===== src/dma_pkg.sv =====
package dma_pkg;

  // widths and sizes
  localparam int ADDR_W       = 32;
  localparam int DATA_W       = 32;
  localparam int LEN_W        = 32;   // bytes per transfer
  localparam int TAG_W        = 8;
  localparam int CNT_W        = 16;   // t, p and bundle counters
  localparam int USER_W       = 65;   // header + first-p flag
  localparam int RAM_RD_W     = 288;
  localparam int RAM_DEPTH    = 8;    // bundle slots
  localparam int RAM_WR_DEPTH = 72;   // 32-bit words behind the slots
  localparam int RAM_SLOT_WORDS = RAM_RD_W / DATA_W;
  localparam int REG_SPACE    = 16;   // host addresses from here on hit the RAM
  localparam int N_REGS       = 13;

  // register map, word addresses
  localparam int A_START        = 0;
  localparam int A_DONE_READ    = 1;  // two banks
  localparam int A_DONE_WRITE   = 3;  // two banks
  localparam int A_OCM_BASE     = 5;  // two banks
  localparam int A_WEIGHTS_BASE = 7;
  localparam int A_BUNDLE_DONE  = 8;
  localparam int A_N_BUNDLES    = 9;
  localparam int A_W_DONE       = 10;
  localparam int A_X_DONE       = 11;
  localparam int A_O_DONE       = 12;

  typedef logic [ADDR_W-1:0]               addr_t;
  typedef logic [DATA_W-1:0]               data_t;
  typedef logic [LEN_W-1:0]                len_t;
  typedef logic [CNT_W-1:0]                cnt_t;
  typedef logic [TAG_W-1:0]                tag_t;
  typedef logic [$clog2(RAM_DEPTH)-1:0]    ram_rd_addr_t;
  typedef logic [$clog2(RAM_WR_DEPTH)-1:0] ram_wr_addr_t;

  typedef struct packed {
    logic  en;
    addr_t addr;
    data_t data;
  } reg_wr_t;

  typedef struct packed {
    logic  en;
    addr_t addr;
  } reg_rd_t;

  // ready comes back on its own wire
  typedef struct packed {
    logic              valid;
    addr_t             addr;
    len_t              len;
    logic [USER_W-1:0] user;
  } desc_t;

  // one bundle record, msb first
  typedef struct packed {
    logic [63:0] header;
    cnt_t        max_t;
    cnt_t        max_p;
    len_t        w_bpt;
    len_t        w_bpt_p0;
    len_t        x_bpt;
    len_t        x_bpt_p0;
    addr_t       xb_base;
  } bundle_t;

  typedef enum logic [1:0] {
    SEQ_IDLE,
    SEQ_WAIT_RAM,
    SEQ_WAIT_WRITE,
    SEQ_EXEC
  } seq_state_e;

endpackage


===== src/dma_regs.sv =====
`timescale 1ns/1ps

module dma_regs (
  input  logic             clk,
  input  logic             rstn,
  input  dma_pkg::reg_wr_t i_wr,
  input  dma_pkg::reg_rd_t i_rd,
  input  logic             i_w_idle,
  input  logic             i_x_idle,
  input  logic             i_bundle_done_clr,
  input  logic             i_o_valid,
  input  logic             i_o_ready,
  input  logic             i_o_last,
  input  dma_pkg::len_t    i_o_bpt,
  input  logic             i_os_valid,
  input  dma_pkg::tag_t    i_os_tag,
  input  logic [3:0]       i_os_error,
  input  logic             i_od_ready,
  output dma_pkg::data_t   o_rd_data,
  output logic             o_start,
  output dma_pkg::cnt_t    o_n_bundles,
  output dma_pkg::addr_t   o_weights_base,
  output logic             o_bundle_done,
  output dma_pkg::desc_t   o_od,
  output dma_pkg::tag_t    o_od_tag
);

  dma_pkg::data_t cfg [dma_pkg::N_REGS];
  dma_pkg::data_t rd_q;

  logic           bank;      // bank the write DMA is filling
  logic           bank_nxt;
  logic           got_last;  // engine finished its previous packet
  logic           od_valid;
  logic           od_issue;
  logic           os_ok;
  dma_pkg::addr_t od_addr;
  dma_pkg::len_t  od_len;

  always_ff @(posedge clk) begin
    if (i_rd.en) begin
      if (i_rd.addr < dma_pkg::N_REGS) rd_q <= cfg[i_rd.addr[3:0]];
      else                             rd_q <= '0;
    end
  end

  assign bank_nxt = ~bank;
  assign os_ok    = i_os_valid && (i_os_error == '0);
  assign od_issue = i_od_ready && i_o_valid && got_last &&
                    cfg[dma_pkg::A_DONE_READ + int'(bank_nxt)][0];

  // output ping-pong
  always_ff @(posedge clk) begin
    if (!rstn) begin
      bank     <= 1'b1;  // flips to 0 on the first descriptor
      got_last <= 1'b1;
      od_valid <= 1'b0;
    end else begin
      if (i_o_valid && i_o_ready && i_o_last) got_last <= 1'b1;
      if (od_issue) begin
        bank     <= bank_nxt;
        got_last <= 1'b0;
        od_valid <= 1'b1;
      end else if (od_valid && i_od_ready) begin
        od_valid <= 1'b0;
      end
    end
  end

  always_ff @(posedge clk) begin
    if (od_issue) begin
      od_addr <= cfg[dma_pkg::A_OCM_BASE + int'(bank_nxt)];
      od_len  <= i_o_bpt;
    end
  end

  always_ff @(posedge clk) begin
    if (!rstn) begin
      for (int k = 0; k < dma_pkg::N_REGS; k++) begin
        cfg[k] <= '0;
      end
      cfg[dma_pkg::A_DONE_READ]     <= dma_pkg::data_t'(1);  // both banks free
      cfg[dma_pkg::A_DONE_READ + 1] <= dma_pkg::data_t'(1);
      cfg[dma_pkg::A_BUNDLE_DONE]   <= dma_pkg::data_t'(1);
    end else begin
      if (cfg[dma_pkg::A_START][0]) cfg[dma_pkg::A_START] <= '0;  // one cycle pulse
      if (i_bundle_done_clr) cfg[dma_pkg::A_BUNDLE_DONE] <= '0;
      if (od_issue) begin
        cfg[dma_pkg::A_DONE_READ + int'(bank_nxt)]  <= '0;
        cfg[dma_pkg::A_DONE_WRITE + int'(bank_nxt)] <= '0;
      end
      if (os_ok) cfg[dma_pkg::A_DONE_WRITE + int'(i_os_tag[0])] <= dma_pkg::data_t'(1);
      cfg[dma_pkg::A_W_DONE] <= dma_pkg::data_t'(i_w_idle);
      cfg[dma_pkg::A_X_DONE] <= dma_pkg::data_t'(i_x_idle);
      if (cfg[dma_pkg::A_START][0] || i_o_valid) cfg[dma_pkg::A_O_DONE] <= '0;
      else if (got_last && os_ok)                cfg[dma_pkg::A_O_DONE] <= dma_pkg::data_t'(1);
      // host write lands last and wins
      if (i_wr.en && (i_wr.addr < dma_pkg::N_REGS)) cfg[i_wr.addr[3:0]] <= i_wr.data;
    end
  end

  assign o_rd_data      = rd_q;
  assign o_start        = cfg[dma_pkg::A_START][0];
  assign o_n_bundles    = dma_pkg::cnt_t'(cfg[dma_pkg::A_N_BUNDLES]);
  assign o_weights_base = cfg[dma_pkg::A_WEIGHTS_BASE];
  assign o_bundle_done  = cfg[dma_pkg::A_BUNDLE_DONE][0];
  assign o_od           = '{valid: od_valid, addr: od_addr, len: od_len, user: '0};
  assign o_od_tag       = dma_pkg::tag_t'(bank);

endmodule


===== config.mk =====
export PLATFORM = sky130hd
export DESIGN_NAME = dma_regs
export DESIGN_NICKNAME = d
export VERILOG_FILES = /design/src/dma_pkg.sv /design/src/dma_regs.sv
export SDC_FILE = /design/constraint.sdc
export NUM_CORES = 1
export LEC_CHECK = 0
export BUFFER_PORTS_ARGS = -buffer_cell sky130_fd_sc_hd__buf_2
export CORE_ASPECT_RATIO = 0.7
export CORE_MARGIN = 1
export CORE_UTILIZATION = 30
export CTS_BUF_LIST = sky130_fd_sc_hd__clkbuf_16
export DETAILED_ROUTE_END_ITERATION = 8
export GPL_TIMING_DRIVEN = 0
export SYNTH_ARGS = -nofsm -noshare
export SYNTH_HDL_FRONTEND = slang
export SYNTH_SLANG_ARGS = --single-unit

===== constraint.sdc =====
create_clock -name clk -period 4.1 [get_ports clk]
set_input_delay 0.41 -clock clk [delete_from_list [all_inputs] [get_ports clk]]
set_output_delay 0.41 -clock clk [all_outputs]
set_load 0.005 [all_outputs]

==> metrics.cfg <==
[critical_path]
max_stage_delay_ns=1.17
crit_fanout=17
crit_type=input port to flip-flop
r2r_setup_slack_ns=1.40
timing.rr.end=cfg[1][6]$_SDFFCE_PN0P_
start_kind=input port
cp-end-kind=flip-flop
reg2reg_depth=4
path_cells=buf_2, nor4_1, o211a_1, clkbuf_1, nand4_1, o21ai_4, buf_12
cp_slowest_cell=nor4_1
cpLargestDelayFamily=simple AND/OR/NAND/NOR gates
r2r-start=bank$_SDFFE_PN1P_
crit_buf_inv=3
cp.required_ns=4.39
crit_arrival_ns=4.25

[run]
maxCapViolations=0

[cells_and_area]
drive_gt1_share_pct=30.87
nNetsFinal=2372
stdcell_area_um2=32190
fin_cells=3414
final_util_pct=37.98
area_growth_pct=24.55

[synth]
synth_ff_type=edfxtp_1
synth.cell_area_um2=25840
ys_seq_area_share_pct=68.40
yosysWarnings=0
synth-edff-count=544
synth.avg_cell_area_um2=15.71
synthArstFlopShare_pct=0
synthDistinctLibCells=46
synth-seq-cells=611
syn_inst=1645

[global_route]
grt_max_degree=33
overflow=0
antenna_found_initial=6
grt_pass1_vias=16259
grt_use_total_pct=17.73
grt_pass1_wl_mm=111.4

[sta]
tightest_slew_ns=1.435
rsz0062_at_grt=false
max_freq_mhz=252.7
setup_viol=0
fin_hold_ws_ns=0.1341
fin_crit_sh_pct=96.54
final.min_clock_period_ns=3.958
fin_setup_tns_ns=0
slew_viol_final=0
fin_skew_ns=0.03141
max_slew_margin_pct=3.431
hold_viol=0

[die]
die_area_um2=87340
core_area_um2=84740
start_util_pct=30.50
die_h_um=247.6
num_rows=89
ios=372
die_x_um=352.8

[drt]
wl_met2_mm=36.04
dr.pass1.iters=5
drc=0
wire_per_inst_um=23.03
wl_met3_mm=6.486
top_layer=met5
via_count=16303
ant_nets=0
vias_per_cell=4.775
met1_length_mm=34.02
drt-initial-drc-count=1722
routed_wl_mm=78.63

[clock_network]
h-tree-depth=3
cts_buffer_depth=3
cts_resized=0
cts_sinks=611
cts_made_buffers=66
cts.clk_slew.worst_paths_ns=0.06
clk_latency_ns=0.62
root_buffer=clkbuf_16
cts_tree=done

[hold_path]
hold_path.class=input port to flip-flop
hold_path_end=got_last$_SDFFE_PN1P_
worstHoldStart=i_o_last
hold_depth=3

[place]
portBuffers=292
gp_congestion=0.8824
dp_hpwl_mm=54.84
post_dp_cell_area_um2=29730
dp_cells=3256

[power_and_ir_drop]
leakagePower_nw=12.09
ir_drop_mv=0.2946
power.density_nw_per_um2=440.7

[run_status]
status=complete, no violations

[power by group]
group	internal, mW	switching (mW)
clock network	3.32	2.61
registers	7.08	0.101
logic	0.465	0.615
total	10.9	3.32
[worst max-delay path by stage]
stage | slack [ns] | from | end | depth (start not counted)
finish | 0.14 | i_wr[48] | cfg[5][9]$_SDFFCE_PN0P_ | 7
global route | 0.08 | i_wr[48] | cfg[6][9]$_SDFFCE_PN0P_ | 7
CTS | 0.30 | i_wr[45] | cfg[5][9]$_SDFFCE_PN0P_ | 7
detailed placement | -0.33 | i_wr[45] | cfg[5][1]$_SDFFCE_PN0P_ | 7
global placement | -4.67 | i_wr[48] | cfg[7][1]$_SDFFCE_PN0P_ | 6
floorplan | -0.24 | i_wr[54] | cfg[5][0]$_SDFFCE_PN0P_ | 4
[timing repair]
| item | in CTS | in global routing |
|---|---|---|
| endpoints found under the hold margin | 32 | 0 |
| setup buffers | 0 | 0 |
| hold buffers | 32 | 0 |
| setup endpoints to repair | 0 | 0 |
[final cells by class]
cell class	count	area, um^2
diodes	3	7.507
multi-input cells	1005	7742
clock inverters	52	374.1
inverters	1	3.754
clock buffers	70	1752
flip-flops and latches	611	17680
fillers	7991	52550
well taps	1137	1423
plain buffers	195	1110
repair buffers	340	2100
[through the flow]
step                worst slack, ns  total power [mW]
detailed placement          -0.3333             8.374
floorplan                   -0.2437             7.837
global route                0.07810             14.63
finish                       0.1420             14.19
CTS                          0.2952             14.31
global placement             -4.668             8.314
[synthesized netlist by cell type, drive strengths merged (3+ instances only)]
cell type	number	area [um^2]
edfxtp	544	16340
and2	217	1358
nor2	161	629.3
mux4	128	2883
buf	115	809.5
clkbuf	80	300.3
nand2	73	274.0
dfxtp	67	1341
a22oi	64	480.5
mux2	34	382.9
a21oi	33	165.2
and3	32	200.2
nor4	15	108.9
nand4	12	75.07
nor3	9	45.04
nor2b	8	50.05
o21ai	8	40.04
nand2b	7	43.79
and4	4	35.03
mux2i	4	40.04
nand3	4	20.02
nor4b	3	47.54
or2	3	21.27
or4	3	26.27
[sequential cells by signal, indices dropped and copies added (netlist names)]
name       cells
cfg          512
o_rd_data     32
od_addr       32
od_len        32
bank           1
got_last       1
od_valid       1
[placed cells by master, fill, tap and decap left out, drive strengths merged, types with 34 or more instances in the layout]
cell type  count
edfxtp       544
a22oi         64
mux2          34
and2         217
nand2         73
dfxtp         67
buf          422
nor2         161
mux4         128
conb         168
clkbuf       151
[layer usage]
| layer | global-route usage [%] | vias up |
|---|---|---|
| met2 | 27.61 | 725 |
| met4 | 5.448 | 4 |
| met1 | 24.40 | 8321 |
| met3 | 4.368 | 128 |
| li1 | - | 7125 |
| met5 | 0 | - |
[cells by family after synthesis]
| kind of cell | count (synthesis) | synth area share, % |
|---|---|---|
| AND/OR/NAND/NOR | 558 | 11.60 |
| flip-flops | 611 | 68.40 |
| AO/OA/AOI/OAI | 113 | 2.890 |
| multiplexers | 166 | 12.79 |
| other | 1 | 0.01451 |
| buffers and inverters | 196 | 4.309 |
[worst reg2reg max path, delay by kind of cell (launching register included)]
| family | cells | cell delay (ns) |
|---|---|---|
| buffers and inverters | 1 | 0.56 |
| AND/OR/NAND/NOR | 3 | 1.35 |
| flip-flops | 1 | 0.35 |
Power figures use the tool's default switching activity.
