[src/dma_pkg.sv]
package dma_pkg;

  // widths and sizes
  localparam int ADDR_W       = 32;
  localparam int DATA_W       = 32;
  localparam int LEN_W        = 32;   // bytes per transfer
  localparam int TAG_W        = 8;
  localparam int CNT_W        = 16;   // t, p and bundle counters
  localparam int USER_W       = 65;   // header + first-p flag
  localparam int RAM_RD_W     = 288;
  localparam int RAM_DEPTH    = 8;    // bundle slots
  localparam int RAM_WR_DEPTH = 72;   // 32-bit words behind the slots
  localparam int RAM_SLOT_WORDS = RAM_RD_W / DATA_W;
  localparam int REG_SPACE    = 16;   // host addresses from here on hit the RAM
  localparam int N_REGS       = 13;

  // register map, word addresses
  localparam int A_START        = 0;
  localparam int A_DONE_READ    = 1;  // two banks
  localparam int A_DONE_WRITE   = 3;  // two banks
  localparam int A_OCM_BASE     = 5;  // two banks
  localparam int A_WEIGHTS_BASE = 7;
  localparam int A_BUNDLE_DONE  = 8;
  localparam int A_N_BUNDLES    = 9;
  localparam int A_W_DONE       = 10;
  localparam int A_X_DONE       = 11;
  localparam int A_O_DONE       = 12;

  typedef logic [ADDR_W-1:0]               addr_t;
  typedef logic [DATA_W-1:0]               data_t;
  typedef logic [LEN_W-1:0]                len_t;
  typedef logic [CNT_W-1:0]                cnt_t;
  typedef logic [TAG_W-1:0]                tag_t;
  typedef logic [$clog2(RAM_DEPTH)-1:0]    ram_rd_addr_t;
  typedef logic [$clog2(RAM_WR_DEPTH)-1:0] ram_wr_addr_t;

  typedef struct packed {
    logic  en;
    addr_t addr;
    data_t data;
  } reg_wr_t;

  typedef struct packed {
    logic  en;
    addr_t addr;
  } reg_rd_t;

  // ready comes back on its own wire
  typedef struct packed {
    logic              valid;
    addr_t             addr;
    len_t              len;
    logic [USER_W-1:0] user;
  } desc_t;

  // one bundle record, msb first
  typedef struct packed {
    logic [63:0] header;
    cnt_t        max_t;
    cnt_t        max_p;
    len_t        w_bpt;
    len_t        w_bpt_p0;
    len_t        x_bpt;
    len_t        x_bpt_p0;
    addr_t       xb_base;
  } bundle_t;

  typedef enum logic [1:0] {
    SEQ_IDLE,
    SEQ_WAIT_RAM,
    SEQ_WAIT_WRITE,
    SEQ_EXEC
  } seq_state_e;

endpackage

[src/loop_counter.sv]
`timescale 1ns/1ps

module loop_counter (
  input  logic          clk,
  input  logic          rstn,
  input  logic          i_load,
  input  logic          i_en,
  input  dma_pkg::cnt_t i_max,
  output logic          o_last_clk,
  output logic          o_first,
  output dma_pkg::cnt_t o_count
);

  dma_pkg::cnt_t max_m1;  // reload value kept for the wrap
  dma_pkg::cnt_t count;
  logic          first;

  always_ff @(posedge clk) begin
    if (i_load) max_m1 <= i_max - 1'b1;
  end

  always_ff @(posedge clk) begin
    if (!rstn) begin
      count <= '0;
      first <= 1'b0;
    end else if (i_load) begin
      count <= i_max - 1'b1;
      first <= 1'b1;
    end else if (i_en) begin
      first <= 1'b0;             // only the first step after a load
      if (count == '0) count <= max_m1;
      else             count <= count - 1'b1;
    end
  end

  assign o_last_clk = i_en && (count == '0);
  assign o_first    = first;
  assign o_count    = count;

endmodule

[src/bundle_sequencer.sv]
`timescale 1ns/1ps

module bundle_sequencer #(
  parameter bit PIXEL_MODE = 1'b0
) (
  input  logic                  clk,
  input  logic                  rstn,
  input  logic                  i_start,
  input  dma_pkg::cnt_t         i_n_bundles,
  input  dma_pkg::addr_t        i_base,
  input  logic                  i_bundle_done,
  input  logic                  i_ram_valid,
  input  dma_pkg::bundle_t      i_bundle,
  input  logic                  i_ready,
  output logic                  o_ram_re,
  output dma_pkg::ram_rd_addr_t o_ram_addr,
  output logic                  o_bundle_done_clr,
  output dma_pkg::desc_t        o_desc,
  output logic                  o_idle
);

  dma_pkg::seq_state_e state, state_nxt;

  logic           xfer;
  logic           lc_t, lc_p, lc_b;
  logic           first_p;
  dma_pkg::cnt_t  count_b;
  dma_pkg::cnt_t  bundle_idx;
  dma_pkg::addr_t addr;
  dma_pkg::len_t  bpt, bpt_p0, len;
  logic [63:0]    header;
  logic           addr_load, addr_step;
  dma_pkg::addr_t addr_init;

  always_comb begin
    state_nxt = state;
    unique case (state)
      dma_pkg::SEQ_IDLE: begin
        if (i_start) state_nxt = dma_pkg::SEQ_WAIT_RAM;
      end
      dma_pkg::SEQ_WAIT_RAM: begin
        if (i_ram_valid) begin
          if (PIXEL_MODE) state_nxt = dma_pkg::SEQ_WAIT_WRITE;
          else            state_nxt = dma_pkg::SEQ_EXEC;
        end
      end
      dma_pkg::SEQ_WAIT_WRITE: begin
        if (i_bundle_done) state_nxt = dma_pkg::SEQ_EXEC;  // engine freed the input
      end
      dma_pkg::SEQ_EXEC: begin
        if (lc_b)      state_nxt = dma_pkg::SEQ_IDLE;      // last bundle finished
        else if (lc_p) state_nxt = dma_pkg::SEQ_WAIT_RAM;  // fetch next record
      end
      default: state_nxt = dma_pkg::SEQ_IDLE;
    endcase
  end

  always_ff @(posedge clk) begin
    if (!rstn) state <= dma_pkg::SEQ_IDLE;
    else       state <= state_nxt;
  end

  // request stays up until our data comes back, so a lost arbitration just retries
  assign o_ram_re   = (state == dma_pkg::SEQ_WAIT_RAM) && !i_ram_valid;
  assign bundle_idx = i_n_bundles - 1'b1 - count_b;  // bundle counter runs downward
  assign o_ram_addr = dma_pkg::ram_rd_addr_t'(bundle_idx);

  assign o_bundle_done_clr = PIXEL_MODE && (state == dma_pkg::SEQ_WAIT_WRITE) && i_bundle_done;

  // bundle parameters for this stream
  always_ff @(posedge clk) begin
    if (i_ram_valid) begin
      header <= i_bundle.header;
      bpt    <= PIXEL_MODE ? i_bundle.x_bpt    : i_bundle.w_bpt;
      bpt_p0 <= PIXEL_MODE ? i_bundle.x_bpt_p0 : i_bundle.w_bpt_p0;
    end
  end

  // weights: one running address from start, pixels: per bundle, stepped once per t loop
  assign addr_load = PIXEL_MODE ? i_ram_valid      : i_start;
  assign addr_init = PIXEL_MODE ? i_bundle.xb_base : i_base;
  assign addr_step = PIXEL_MODE ? lc_t             : xfer;

  always_ff @(posedge clk) begin
    if (addr_load)      addr <= addr_init;
    else if (addr_step) addr <= addr + dma_pkg::addr_t'(len);
  end

  assign len  = first_p ? bpt_p0 : bpt;
  assign xfer = o_desc.valid && i_ready;

  assign o_desc = '{
    valid: (state == dma_pkg::SEQ_EXEC),
    addr:  addr,
    len:   len,
    user:  {header, first_p}
  };

  assign o_idle = (state == dma_pkg::SEQ_IDLE);

  loop_counter u_cnt_t (
    .clk(clk), .rstn(rstn), .i_load(i_ram_valid), .i_en(xfer), .i_max(i_bundle.max_t),
    .o_last_clk(lc_t), .o_first(), .o_count()
  );

  loop_counter u_cnt_p (
    .clk(clk), .rstn(rstn), .i_load(i_ram_valid), .i_en(lc_t), .i_max(i_bundle.max_p),
    .o_last_clk(lc_p), .o_first(first_p), .o_count()
  );

  loop_counter u_cnt_b (
    .clk(clk), .rstn(rstn), .i_load(i_start), .i_en(lc_p), .i_max(i_n_bundles),
    .o_last_clk(lc_b), .o_first(), .o_count(count_b)
  );

endmodule

[config.mk]
export PLATFORM = sky130hd
export DESIGN_NAME = bundle_sequencer
export DESIGN_NICKNAME = d
export VERILOG_FILES = /design/src/dma_pkg.sv /design/src/loop_counter.sv /design/src/bundle_sequencer.sv
export SDC_FILE = /design/constraint.sdc
export NUM_CORES = 1
export LEC_CHECK = 0
export CAP_MARGIN = 20
export CORE_UTILIZATION = 46
export CTS_CLUSTER_DIAMETER = 120
export CTS_CLUSTER_SIZE = 10
export DETAILED_ROUTE_END_ITERATION = 16
export DONT_BUFFER_PORTS = 1
export GPL_TIMING_DRIVEN = 0
export PLACE_DENSITY = 0.72
export SETUP_SLACK_MARGIN = 0.05
export SLEW_MARGIN = 20
export SYNTH_ARGS = -nofsm -noshare
export SYNTH_HDL_FRONTEND = slang
export SYNTH_HIERARCHICAL = 1
export SYNTH_SLANG_ARGS = --single-unit
[constraint.sdc]
create_clock -name clk -period 3.5 [get_ports clk]
set_input_delay 0.35 -clock clk [delete_from_list [all_inputs] [get_ports clk]]
set_output_delay 0.35 -clock clk [all_outputs]
set_load 0.005 [all_outputs]
==> metrics.md, run 1 <==
| Metric | Value |
|---|---|
| Fmax achieved | roughly 0.3 GHz |
| TritonCTS buffer count | 29 |
| Leak | approximately 0.006 uW |
| Max Root-Sink Buffers | 3 |
| Worst Tran Pin Value | about 1 ns |
| Port buffer count | 0 |
| CP Max Fanout | 10 |
| Remaining global-route overflow | 0 |
| Core area | between 20000 and 30000 um2 |
| Worst r2r src | u_cnt_p/o_first |
| Num rows | 62 |
| HP Class | input pin to register |
| Hold Path Origin | i_base[22] |
| Total track usage | 0.2708 |
| Syn nets | roughly 1600 |
| PwrDens | ~530 nW/um2 |
| CTS tree | done |
| R2r setup slk | 0.14 ns |
| Initial antenna violation count | 5 |
| Reg area | between 7000 and 8000 um2 |
| Cells after synthesis | approximately 1200 |
| Hold WS | between 0.015 and 0.02 ns |
| Detailed Routing Iterations Pass 1 | 5 |
| Fin. max-slew vios | 0 |
| Vias | 10900 |
| VDD IR max | between 0.3 and 0.4 mV |
| Fin. Hold Viols | 0 |
| Syn_area_per_cell | roughly 11 um2 |
| Layout filler cell count | around 2400 |
| Ports | around 450 |
| Layout cells sized above 1 | 0.1139 |
| CP required | about 3.8 ns |
| DR WL/cell | 23.37 um |
| Non-filler cells, final | about 1800 |
| Routed WL | around 42 mm |
| Die area | slightly below 30000 um2 |
| Initial DRC Count | approximately 1300 |
| Final min period | ~3.4 ns |
| Routability Congestion | ~0.96 |
| Final setup vio count | 0 |
| Design area | 16610 um2 |
| DRC Markers | 0 |
| Final ANT Viol Nets | 0 |
| Syn Std Cell Area | about 13000 um2 |
| CTS Root Cell | clkbuf_16 |
| DP HPWL | 29.50 mm |
| Footprint of the multi-input gates | ~6000 um2 |
| Crit path capture type | register |
| Fin nets | between 1500 and 2000 |
| WP data arrival | 3.67 ns |
| Die height | 172.6 um |
| Routed vias/inst | roughly 6 |
| Yosys warns | 6 |
| Clock latency at the later pin of the worst-skew pair | between 0.5 and 0.6 ns |
| Clock Skew | between 0.01 and 0.015 ns |
| Max Cap Violations | 0 |
| Reg clk slew, reported paths | 0.06 ns |
| First-pass GRT wire length | 62.78 mm |
| Dpl ws | -1.504 ns |
| Critical Path Source Type | register |
| Sink Count | around 260 |
| Number of global-route vias before repair | 10610 |
| Critical path type | register to register |
| Placed Area | roughly 14000 um2 |
| H-tree levels | 1 |
| Status | complete, no violations |
| Syn-to-layout area delta | 23.97% |
| Worst setup startpoint | u_cnt_p/o_first |
| Largest net degree at the start of global routing | approximately 170 |
| Die X | about 170 um |
| Dpl cells | roughly 1600 |
| Initial Utilization | 0.4667 |
| Tcrit/Tclk final | 0.9609 |
| Final worst setup slack | ~0.14 ns |
| Rel. slew slack | 0.3289 |
routing by layer:
layer	global-route usage	routed length [um]	vias up	share of wire
met1	0.3206	15750	5214	0.37
li1	-	-	4983	-
met4	0.1752	2947	2	0.070
met5	0	10	-	0.00024
met2	0.4456	19770	587	0.47
met3	0.05959	3561	115	0.085
path summary, 6_finish.rpt:
path / endpoint / cells past startpoint
min reg2reg: u_cnt_t/o_count[14] / 2
max reg2reg: addr[31] / 11
min: addr[22] / 2
max: addr[31] / 11
critical path, stage by stage, from the launching register on:
cell	delay, ns
dfxtp_2	0.36
buf_8	0.15
buf_8	0.17
mux2_2	0.41
ha_1	0.40
nand4_1	0.16
a211oi_2	0.29
a221oi_4	0.13
o211ai_1	0.35
nand4_1	0.21
a31o_2	0.28
a31o_2	0.20
registers in the layout (all words and copies together) (netlist names):
| signal | cells |
|---|---|
| addr | 32 |
| bpt | 32 |
| bpt_p0 | 32 |
| header | 64 |
| state | 2 |
| u_cnt_b/max_m1 | 16 |
| u_cnt_b/o_count | 16 |
| u_cnt_p/max_m1 | 16 |
| u_cnt_p/o_count | 16 |
| u_cnt_p/o_first | 1 |
| u_cnt_t/max_m1 | 16 |
| u_cnt_t/o_count | 16 |
area by class of cell:
type,instances,area share
Buffer,44,0.01552
Sequential cell,259,0.4377
Tap cell,384,0.02893
Antenna cell,2,0.0003014
Multi-Input combinational cell,841,0.3583
Timing Repair Buffer,167,0.09901
Inverter,51,0.01153
Clock buffer,51,0.04867
per-stage QoR:
| step | util | TNS (ns) | power, uW |
|---|---|---|---|
| after floorplan | - | 0 | 5316 |
| after detailed placement | 0.4835 | -35.97 | 5835 |
| after global placement | 0.4835 | -35.54 | 5797 |
| final | 0.5786 | 0 | 8856 |
| after global routing | 0.5786 | -0.002920 | 9248 |
| after CTS | 0.5720 | 0 | 8783 |
power breakdown:
part | total [uW] | switching, uW | internal, uW
Sequential | 3960 | 261 | 3690
Clock | 2710 | 1180 | 1540
Combinational | 2190 | 1240 | 945
Total | 8860 | 2680 | 6180
repair_timing:
action,in CTS,in global routing
buffers inserted,7,8
resized for setup,40,27
endpoints found under the hold margin,329,34
setup endpoints to repair,45,25
pin swaps,8,8
hold buffers,150,2
cell usage in the layout, fill, tap and decap left out, types with 8 or more instances in the layout:
cell           count
dfxtp_1           50
o21a_1             8
o31ai_1           24
inv_1             48
buf_4             18
clkbuf_16         30
edfxtp_1         208
o22ai_1           11
or3_1             16
xnor2_1           28
nand4_1           13
mux2_2            31
nand2_1           87
and3_1            13
a21o_1            19
a31oi_1           13
nor2_1            69
nor3_1            31
dlygate4sd3_1    151
or4_1              9
nand3_1           26
o21ai_0           76
clkbuf_1          45
a21oi_1           69
nor4_1            15
o211ai_1          18
nand2b_1           8
ha_1              35
xor2_1            40
Note: power is estimated with default switching activity, not from simulation.
==> run 2, diff against run 1 <==
--- a/config.mk
+++ b/config.mk
@@ -11,7 +11,6 @@
 export CTS_CLUSTER_SIZE = 10
 export DETAILED_ROUTE_END_ITERATION = 16
 export DONT_BUFFER_PORTS = 1
-export GPL_TIMING_DRIVEN = 0
 export PLACE_DENSITY = 0.72
 export SETUP_SLACK_MARGIN = 0.05
 export SLEW_MARGIN = 20
==> run 2 against run 1 <==
Effect of this change:
- cell area fell by 2.2%
- sequential power about the same
- critical path depth down 1
- total power decreased by 1.3%
- highest routed layer unchanged
==> metrics.md, run 2 (synthesis results as in run 1) <==
| Metric | Value |
|---|---|
| Core area | 28700 um2 |
| Critical Path Source Type | register |
| CTS tree | done |
| Syn-to-layout area delta | 21.23% |
| Die height | 172.6 um |
| Cells along the critical path | buf_12, mux2_2, ha_2, nand4_2, inv_2, a221o_1, or3b_1, o211a_1, o21a_1, o31ai_2 |
| Max Root-Sink Buffers | 3 |
| HP Class | input pin to register |
| Footprint of the multi-input gates | between 5000 and 6000 um2 |
| Rel. slew slack | 0.3161 |
| Fin. max-slew vios | 0 |
| Crit path capture type | register |
| Num rows | between 60 and 70 |
| Commonest non-fill, non-tap cell in the layout | edfxtp_1 |
| Hold Path Depth | 2 |
| Critical path type | register to register |
| VDD IR max | roughly 0.35 mV |
| Initial DRC Count | about 1300 |
| DR WL/cell | 22.85 um |
| Most frequent cells in the layout | edfxtp_1, dlygate4sd3_1, nand2_1 |
| Layout cells sized above 1 | 0.09448 |
| Non-filler cells, final | around 1800 |
| Hold Path End | addr[25] |
| Die area | approximately 30000 um2 |
| Port buffer count | 0 |
| Worst r2r src | u_cnt_p/o_first |
| Number of global-route vias before repair | 10380 |
| Fin. Hold Viols | 0 |
| Detailed Routing Iterations Pass 1 | 8 |
| Reg clk slew, reported paths | around 0.060 ns |
| Initial antenna violation count | 7 |
| DP HPWL | around 27 mm |
| CP required | between 3 and 4 ns |
| Top reg by flops | header |
| Leak | slightly below 0.006 uW |
| Sw Share | 0.2978 |
| CP Max Fanout | 21 |
| Final setup vio count | 0 |
| Largest net degree at the start of global routing | around 200 |
| RSZ-0062 raised after global routing | false |
| Remaining global-route overflow | 0 |
| Status | complete, no violations |
| DRC Markers | 0 |
| NetSw | 2604 uW |
| First-pass GRT wire length | 60.12 mm |
| Die X | 172.6 um |
| Final min period | around 3.3 ns |
| PwrDens | around 540 nW/um2 |
| Clock Skew | 0.01010 ns |
| Dpl cells | roughly 1600 |
| Fin util | 0.5658 |
| Final ANT Viol Nets | 0 |
| TritonCTS buffer count | 29 |
| H-tree levels | 1 |
| Reg area | 7271 um2 |
| Comb power frac | 0.235 |
| Tcrit/Tclk final | 0.9499 |
| Worst reg2reg path depth | 10 |
| R2r setup slk | 0.18 ns |
| Total negative slack | 0 ns |
| Dpl ws | approximately 0.15 ns |
| Initial Utilization | 0.4667 |
| WP data arrival | ~3.7 ns |
| Fmax achieved | between 0.3 and 0.4 GHz |
| Final worst setup slack | 0.1754 ns |
| Hold WS | 0.01543 ns |
| Ports | roughly 450 |
| Max Cap Violations | 0 |
| Sink Count | between 200 and 300 |
| Max incr delay on CP | around 0.42 ns |
| Hold Path Origin | i_base[25] |
| Layout filler cell count | 2387 |
| Routed vias/inst | ~6.0 |
| Clock latency at the later pin of the worst-skew pair | approximately 0.55 ns |
| CTS Root Cell | clkbuf_16 |
| Fin nets | 1710 |
| Largest register FFs | 64 |
| R2R Path End | addr[20] |
| Vias | between 10000 and 15000 |
| Slowest library cell on the worst path | mux2_2 |
| Total track usage | 0.2592 |
| Routed WL | just over 40 mm |
| Clk network pwr share | 0.314 |
| Pint | around 6100 uW |
| Worst Tran Pin Value | about 1.0 ns |
| Register share of total power | 0.451 |
| Routability Congestion | between 0.9 and 1 |
| # diodes | 0 |
==> run 2: what timing repair did <==
item | in CTS | in global routing
resized for setup | 0 | 13
setup buffers | 0 | 1
hold buffers | 149 | 2
endpoints found under the hold margin | 343 | 23
setup endpoints to repair | 0 | 6
==> run 2: per-layer routing <==
metal / part of all wire / wire (um) / global-route usage
met3: 0.082 / 3306 / 0.05409
met4: 0.063 / 2532 / 0.1488
met2: 0.48 / 19480 / 0.4363
met5: 0.00025 / 10 / 0
met1: 0.37 / 14890 / 0.3079
==> run 2: per-stage QoR <==
stage | power, uW | instance area, um2
4_1_cts | 8686 | 16160
3_5_place_dp | 5802 | 13830
5_1_grt | 9142 | 16240
3_3_place_gp | 5756 | 13830
6_report | 8743 | 16240
2_1_floorplan | 5316 | 13400
==> run 2: layout make-up <==
class,instances,share of cell area
multi-input cells,841,0.3558
repair buffers,171,0.1043
clock buffers,53,0.05024
inverters,51,0.01179
clock inverters,1,0.0005393
flip-flops and latches,259,0.4477
well taps,384,0.02959
==> run 2: how the worst max path moves through the flow <==
stage	start	to	slack (ns)	cells past startpoint
after floorplan	u_cnt_p/o_first	addr[30]	0.13	12
after global placement	u_cnt_p/o_first	addr[30]	0.15	10
after detailed placement	u_cnt_p/o_first	addr[30]	0.15	10
after CTS	u_cnt_p/o_first	addr[30]	0.10	10
after global routing	u_cnt_p/o_first	addr[27]	0.04	10
final	u_cnt_p/o_first	addr[20]	0.18	10
==> run 2: worst max-delay path, delay by kind of cell (launching register included) <==
kind	cells	cell delay (ns)
flops	1	0.40
fa+ha+maj	1	0.36
compound gates	4	1.13
buf+inv	2	0.22
mux	1	0.42
simple gates	2	0.57
==> run 2: power by group through the flow <==
stage                     Sequential [uW]  Clock, uW  Combinational, uW
after CTS                            3930       2780               1980
after detailed placement             3990          0               1810
after global placement               3980          0               1770
after global routing                 3970       2930               2250
final                                3940       2740               2060
after floorplan                      3880          0               1430
==> run 3, diff against run 2 <==
--- a/config.mk
+++ b/config.mk
@@ -6,12 +6,13 @@
 export NUM_CORES = 1
 export LEC_CHECK = 0
 export CAP_MARGIN = 20
-export CORE_UTILIZATION = 46
+export CORE_AREA = 2 2 175 177
 export CTS_CLUSTER_DIAMETER = 120
 export CTS_CLUSTER_SIZE = 10
 export DETAILED_ROUTE_END_ITERATION = 16
+export DIE_AREA = 0 0 177 179
 export DONT_BUFFER_PORTS = 1
-export PLACE_DENSITY = 0.72
+export PLACE_DENSITY = 0.71
 export SETUP_SLACK_MARGIN = 0.05
 export SLEW_MARGIN = 20
 export SYNTH_ARGS = -nofsm -noshare
==> run 3 against run 2 <==
Effect of this change:
- worst setup slack improved by 0.0043 ns
- utilization is 2.5 points lower
- critical endpoint is now addr[30]
- die area increased by 6.3%
- critical path type unchanged
- wire length rose by 6.7%
- count of clock-buffer cells in the layout down 14
- clock power is 4% lower
- via count down 0.58%
- highest routed layer unchanged
==> metrics.md, run 3 (synthesis results as in run 1) <==
| Metric | Value |
|---|---|
| Die area | between 30000 and 40000 um2 |
| Critical path type | register to register |
| Sw Share | 0.3023 |
| GRT met2 Usage | 0.4160 |
| Cells along the critical path | buf_12, mux2_2, fa_1, a21oi_1, o21ai_0, and3_1, o21ai_1, a31oi_1, or3_1, a31o_1 |
| CP Max Fanout | 22 |
| Max Root-Sink Buffers | 3 |
| Largest net degree at the start of global routing | around 110 |
| PwrDens | ~540 nW/um2 |
| Pint | roughly 6100 uW |
| Rel. slew slack | 0.2857 |
| Sink Count | roughly 260 |
| Initial DRC Count | 905 |
| Port buffer count | 0 |
| CP required | 3.79 ns |
| Total track usage | 0.2615 |
| Ports | 446 |
| Leak | 0.005977 uW |
| Placed Area | ~14000 um2 |
| Top reg by flops | header |
| Commonest non-fill, non-tap cell in the layout | edfxtp_1 |
| DR WL/cell | 24.26 um |
| Initial antenna violation count | 4 |
| Worst Tran Pin Value | 1.068 ns |
| Detailed Routing Iterations Pass 1 | 5 |
| Design area | about 16000 um2 |
| TritonCTS buffer count | 29 |
| GR Util met1 | 0.3064 |
| Crit path to | addr[30] |
| CP bufs+invs | 1 |
| Busiest grt layer | met2 |
| Largest register FFs | 64 |
| Clock Skew | 0.02342 ns |
| Reg area | ~7300 um2 |
| RSZ-0062 raised after global routing | false |
| Layout cells sized above 1 | 0.09475 |
| Footprint of the multi-input gates | about 5700 um2 |
| HP Class | input pin to register |
| Remaining global-route overflow | 0 |
| Die X | ~180 um |
| Reg clk slew, reported paths | 0.06 ns |
| R2R Path End | addr[30] |
| VDD IR max | 0.3600 mV |
| Hold Path Origin | i_n_bundles[0] |
| Fin. Hold Viols | 0 |
| Num rows | 64 |
| Cts repair resizes | 0 |
| R2r setup slk | around 0.18 ns |
| Fin nets | 1721 |
| Hold WS | 0.01086 ns |
| Total negative slack | 0 ns |
| Routability Congestion | roughly 0.94 |
| Fin. max-slew vios | 0 |
| Critical Path Source Type | register |
| Final setup vio count | 0 |
| WP data arrival | around 3.6 ns |
| Routed WL | approximately 43 mm |
| CTS tree | done |
| Register share of total power | 0.454 |
| Core area | ~30000 um2 |
| Initial Utilization | 0.4461 |
| NetSw | roughly 2600 uW |
| Slowest library cell on the worst path | fa_1 |
| GR Util met3 | 0.1319 |
| Worst setup startpoint | u_cnt_p/o_first |
| DRC Markers | 0 |
| Tcrit/Tclk final | 0.9487 |
| Final min period | roughly 3.3 ns |
| First-pass GRT wire length | about 62 mm |
| CTS Root Cell | clkbuf_16 |
| Die height | 179 um |
| Clock latency at the later pin of the worst-skew pair | 0.55 ns |
| Clk network pwr share | 0.304 |
| Top delay family on crit path | compound AO/OA/AOI/OAI gates |
| H-tree levels | 1 |
| Max Cap Violations | 0 |
| DP HPWL | 29.79 mm |
| Crit path capture type | register |
| Crit. path cell count | 10 |
| Max incr delay on CP | around 0.48 ns |
| Number of global-route vias before repair | 10270 |
| Vias | approximately 11000 |
| Most frequent cells in the layout | edfxtp_1, dlygate4sd3_1, nand2_1 |
| Routed vias/inst | roughly 6.0 |
| Total power | 8712 uW |
| Worst r2r src | u_cnt_p/o_first |
| Syn-to-layout area delta | 21.29% |
| Fmax achieved | between 0.3 and 0.4 GHz |
| Worst reg2reg path depth | 10 |
| Final ANT Viol Nets | 0 |
| Comb power frac | 0.242 |
| Layout filler cell count | 2561 |
| Status | complete, no violations |
## run 3: changes by cell type in the layout (fill, tap and decap cells not counted), sizes merged
cell	change
clkbuf	-14
buf	+11
diode	+1
inv	-1
## run 3: worst min-delay path by stage
stage	endpoint	slack (ns)	depth (start not counted)
2_1_floorplan	bpt[0]	0.45	0
3_3_place_gp	bpt_p0[17]	0.45	0
3_5_place_dp	bpt[19]	0.45	0
4_1_cts	addr[23]	0.0003	1
5_1_grt	addr[23]	0.02	1
6_report	u_cnt_b/o_count[0]	0.01	3
## run 3: area by class of cell
cell class,instances,share of cell area
antenna,1,0.0001540
timing repair buffer,182,0.1103
sequential,259,0.4474
tap,396,0.03050
clock buffer,39,0.04698
inverter,51,0.01178
multi-input combinational,841,0.3529
## run 3: routing by layer
metal,routed length [um],share of wire,up-vias
met5,27,0.00063,-
met4,1501,0.035,4
met3,5747,0.13,76
met2,19430,0.45,495
met1,16220,0.38,5075
li1,-,-,4920
## run 3: stage by stage
| step | setup slack, ns | std cells | util |
|---|---|---|---|
| after detailed placement | 0.2278 | 1577 | 0.4638 |
| after global routing | 0.05203 | 1769 | 0.5410 |
| after CTS | 0.2005 | 1767 | 0.5407 |
| after global placement | 0.2277 | 1577 | 0.4638 |
| after floorplan | 0.1278 | 1197 | - |
| final | 0.1797 | 1769 | 0.5410 |
## run 3: timing repair
| action | in CTS | in global routing |
|---|---|---|
| endpoints found under the hold margin | 289 | 0 |
| setup endpoints to repair | 0 | 1 |
| hold buffers | 151 | 0 |
| buffers inserted | 0 | 1 |
## run 3: power by group through the flow
stage               sequential, uW  clock, uW  combinational [uW]
global route                  3990       2830                2340
global placement              4000          0                1830
detailed placement            4010          0                1860
finish                        3960       2640                2110
floorplan                     3880          0                1430
CTS                           3950       2700                2080
## run 3: worst register-to-register path, delay by kind of cell, from the launching register on
family / cells / cell delay, ns
flip-flops: 1 / 0.36
multiplexers: 1 / 0.41
adder cells (fa/ha/maj): 1 / 0.49
buffers and inverters: 1 / 0.19
AO/OA/AOI/OAI: 5 / 1.00
AND/OR/NAND/NOR: 2 / 0.63
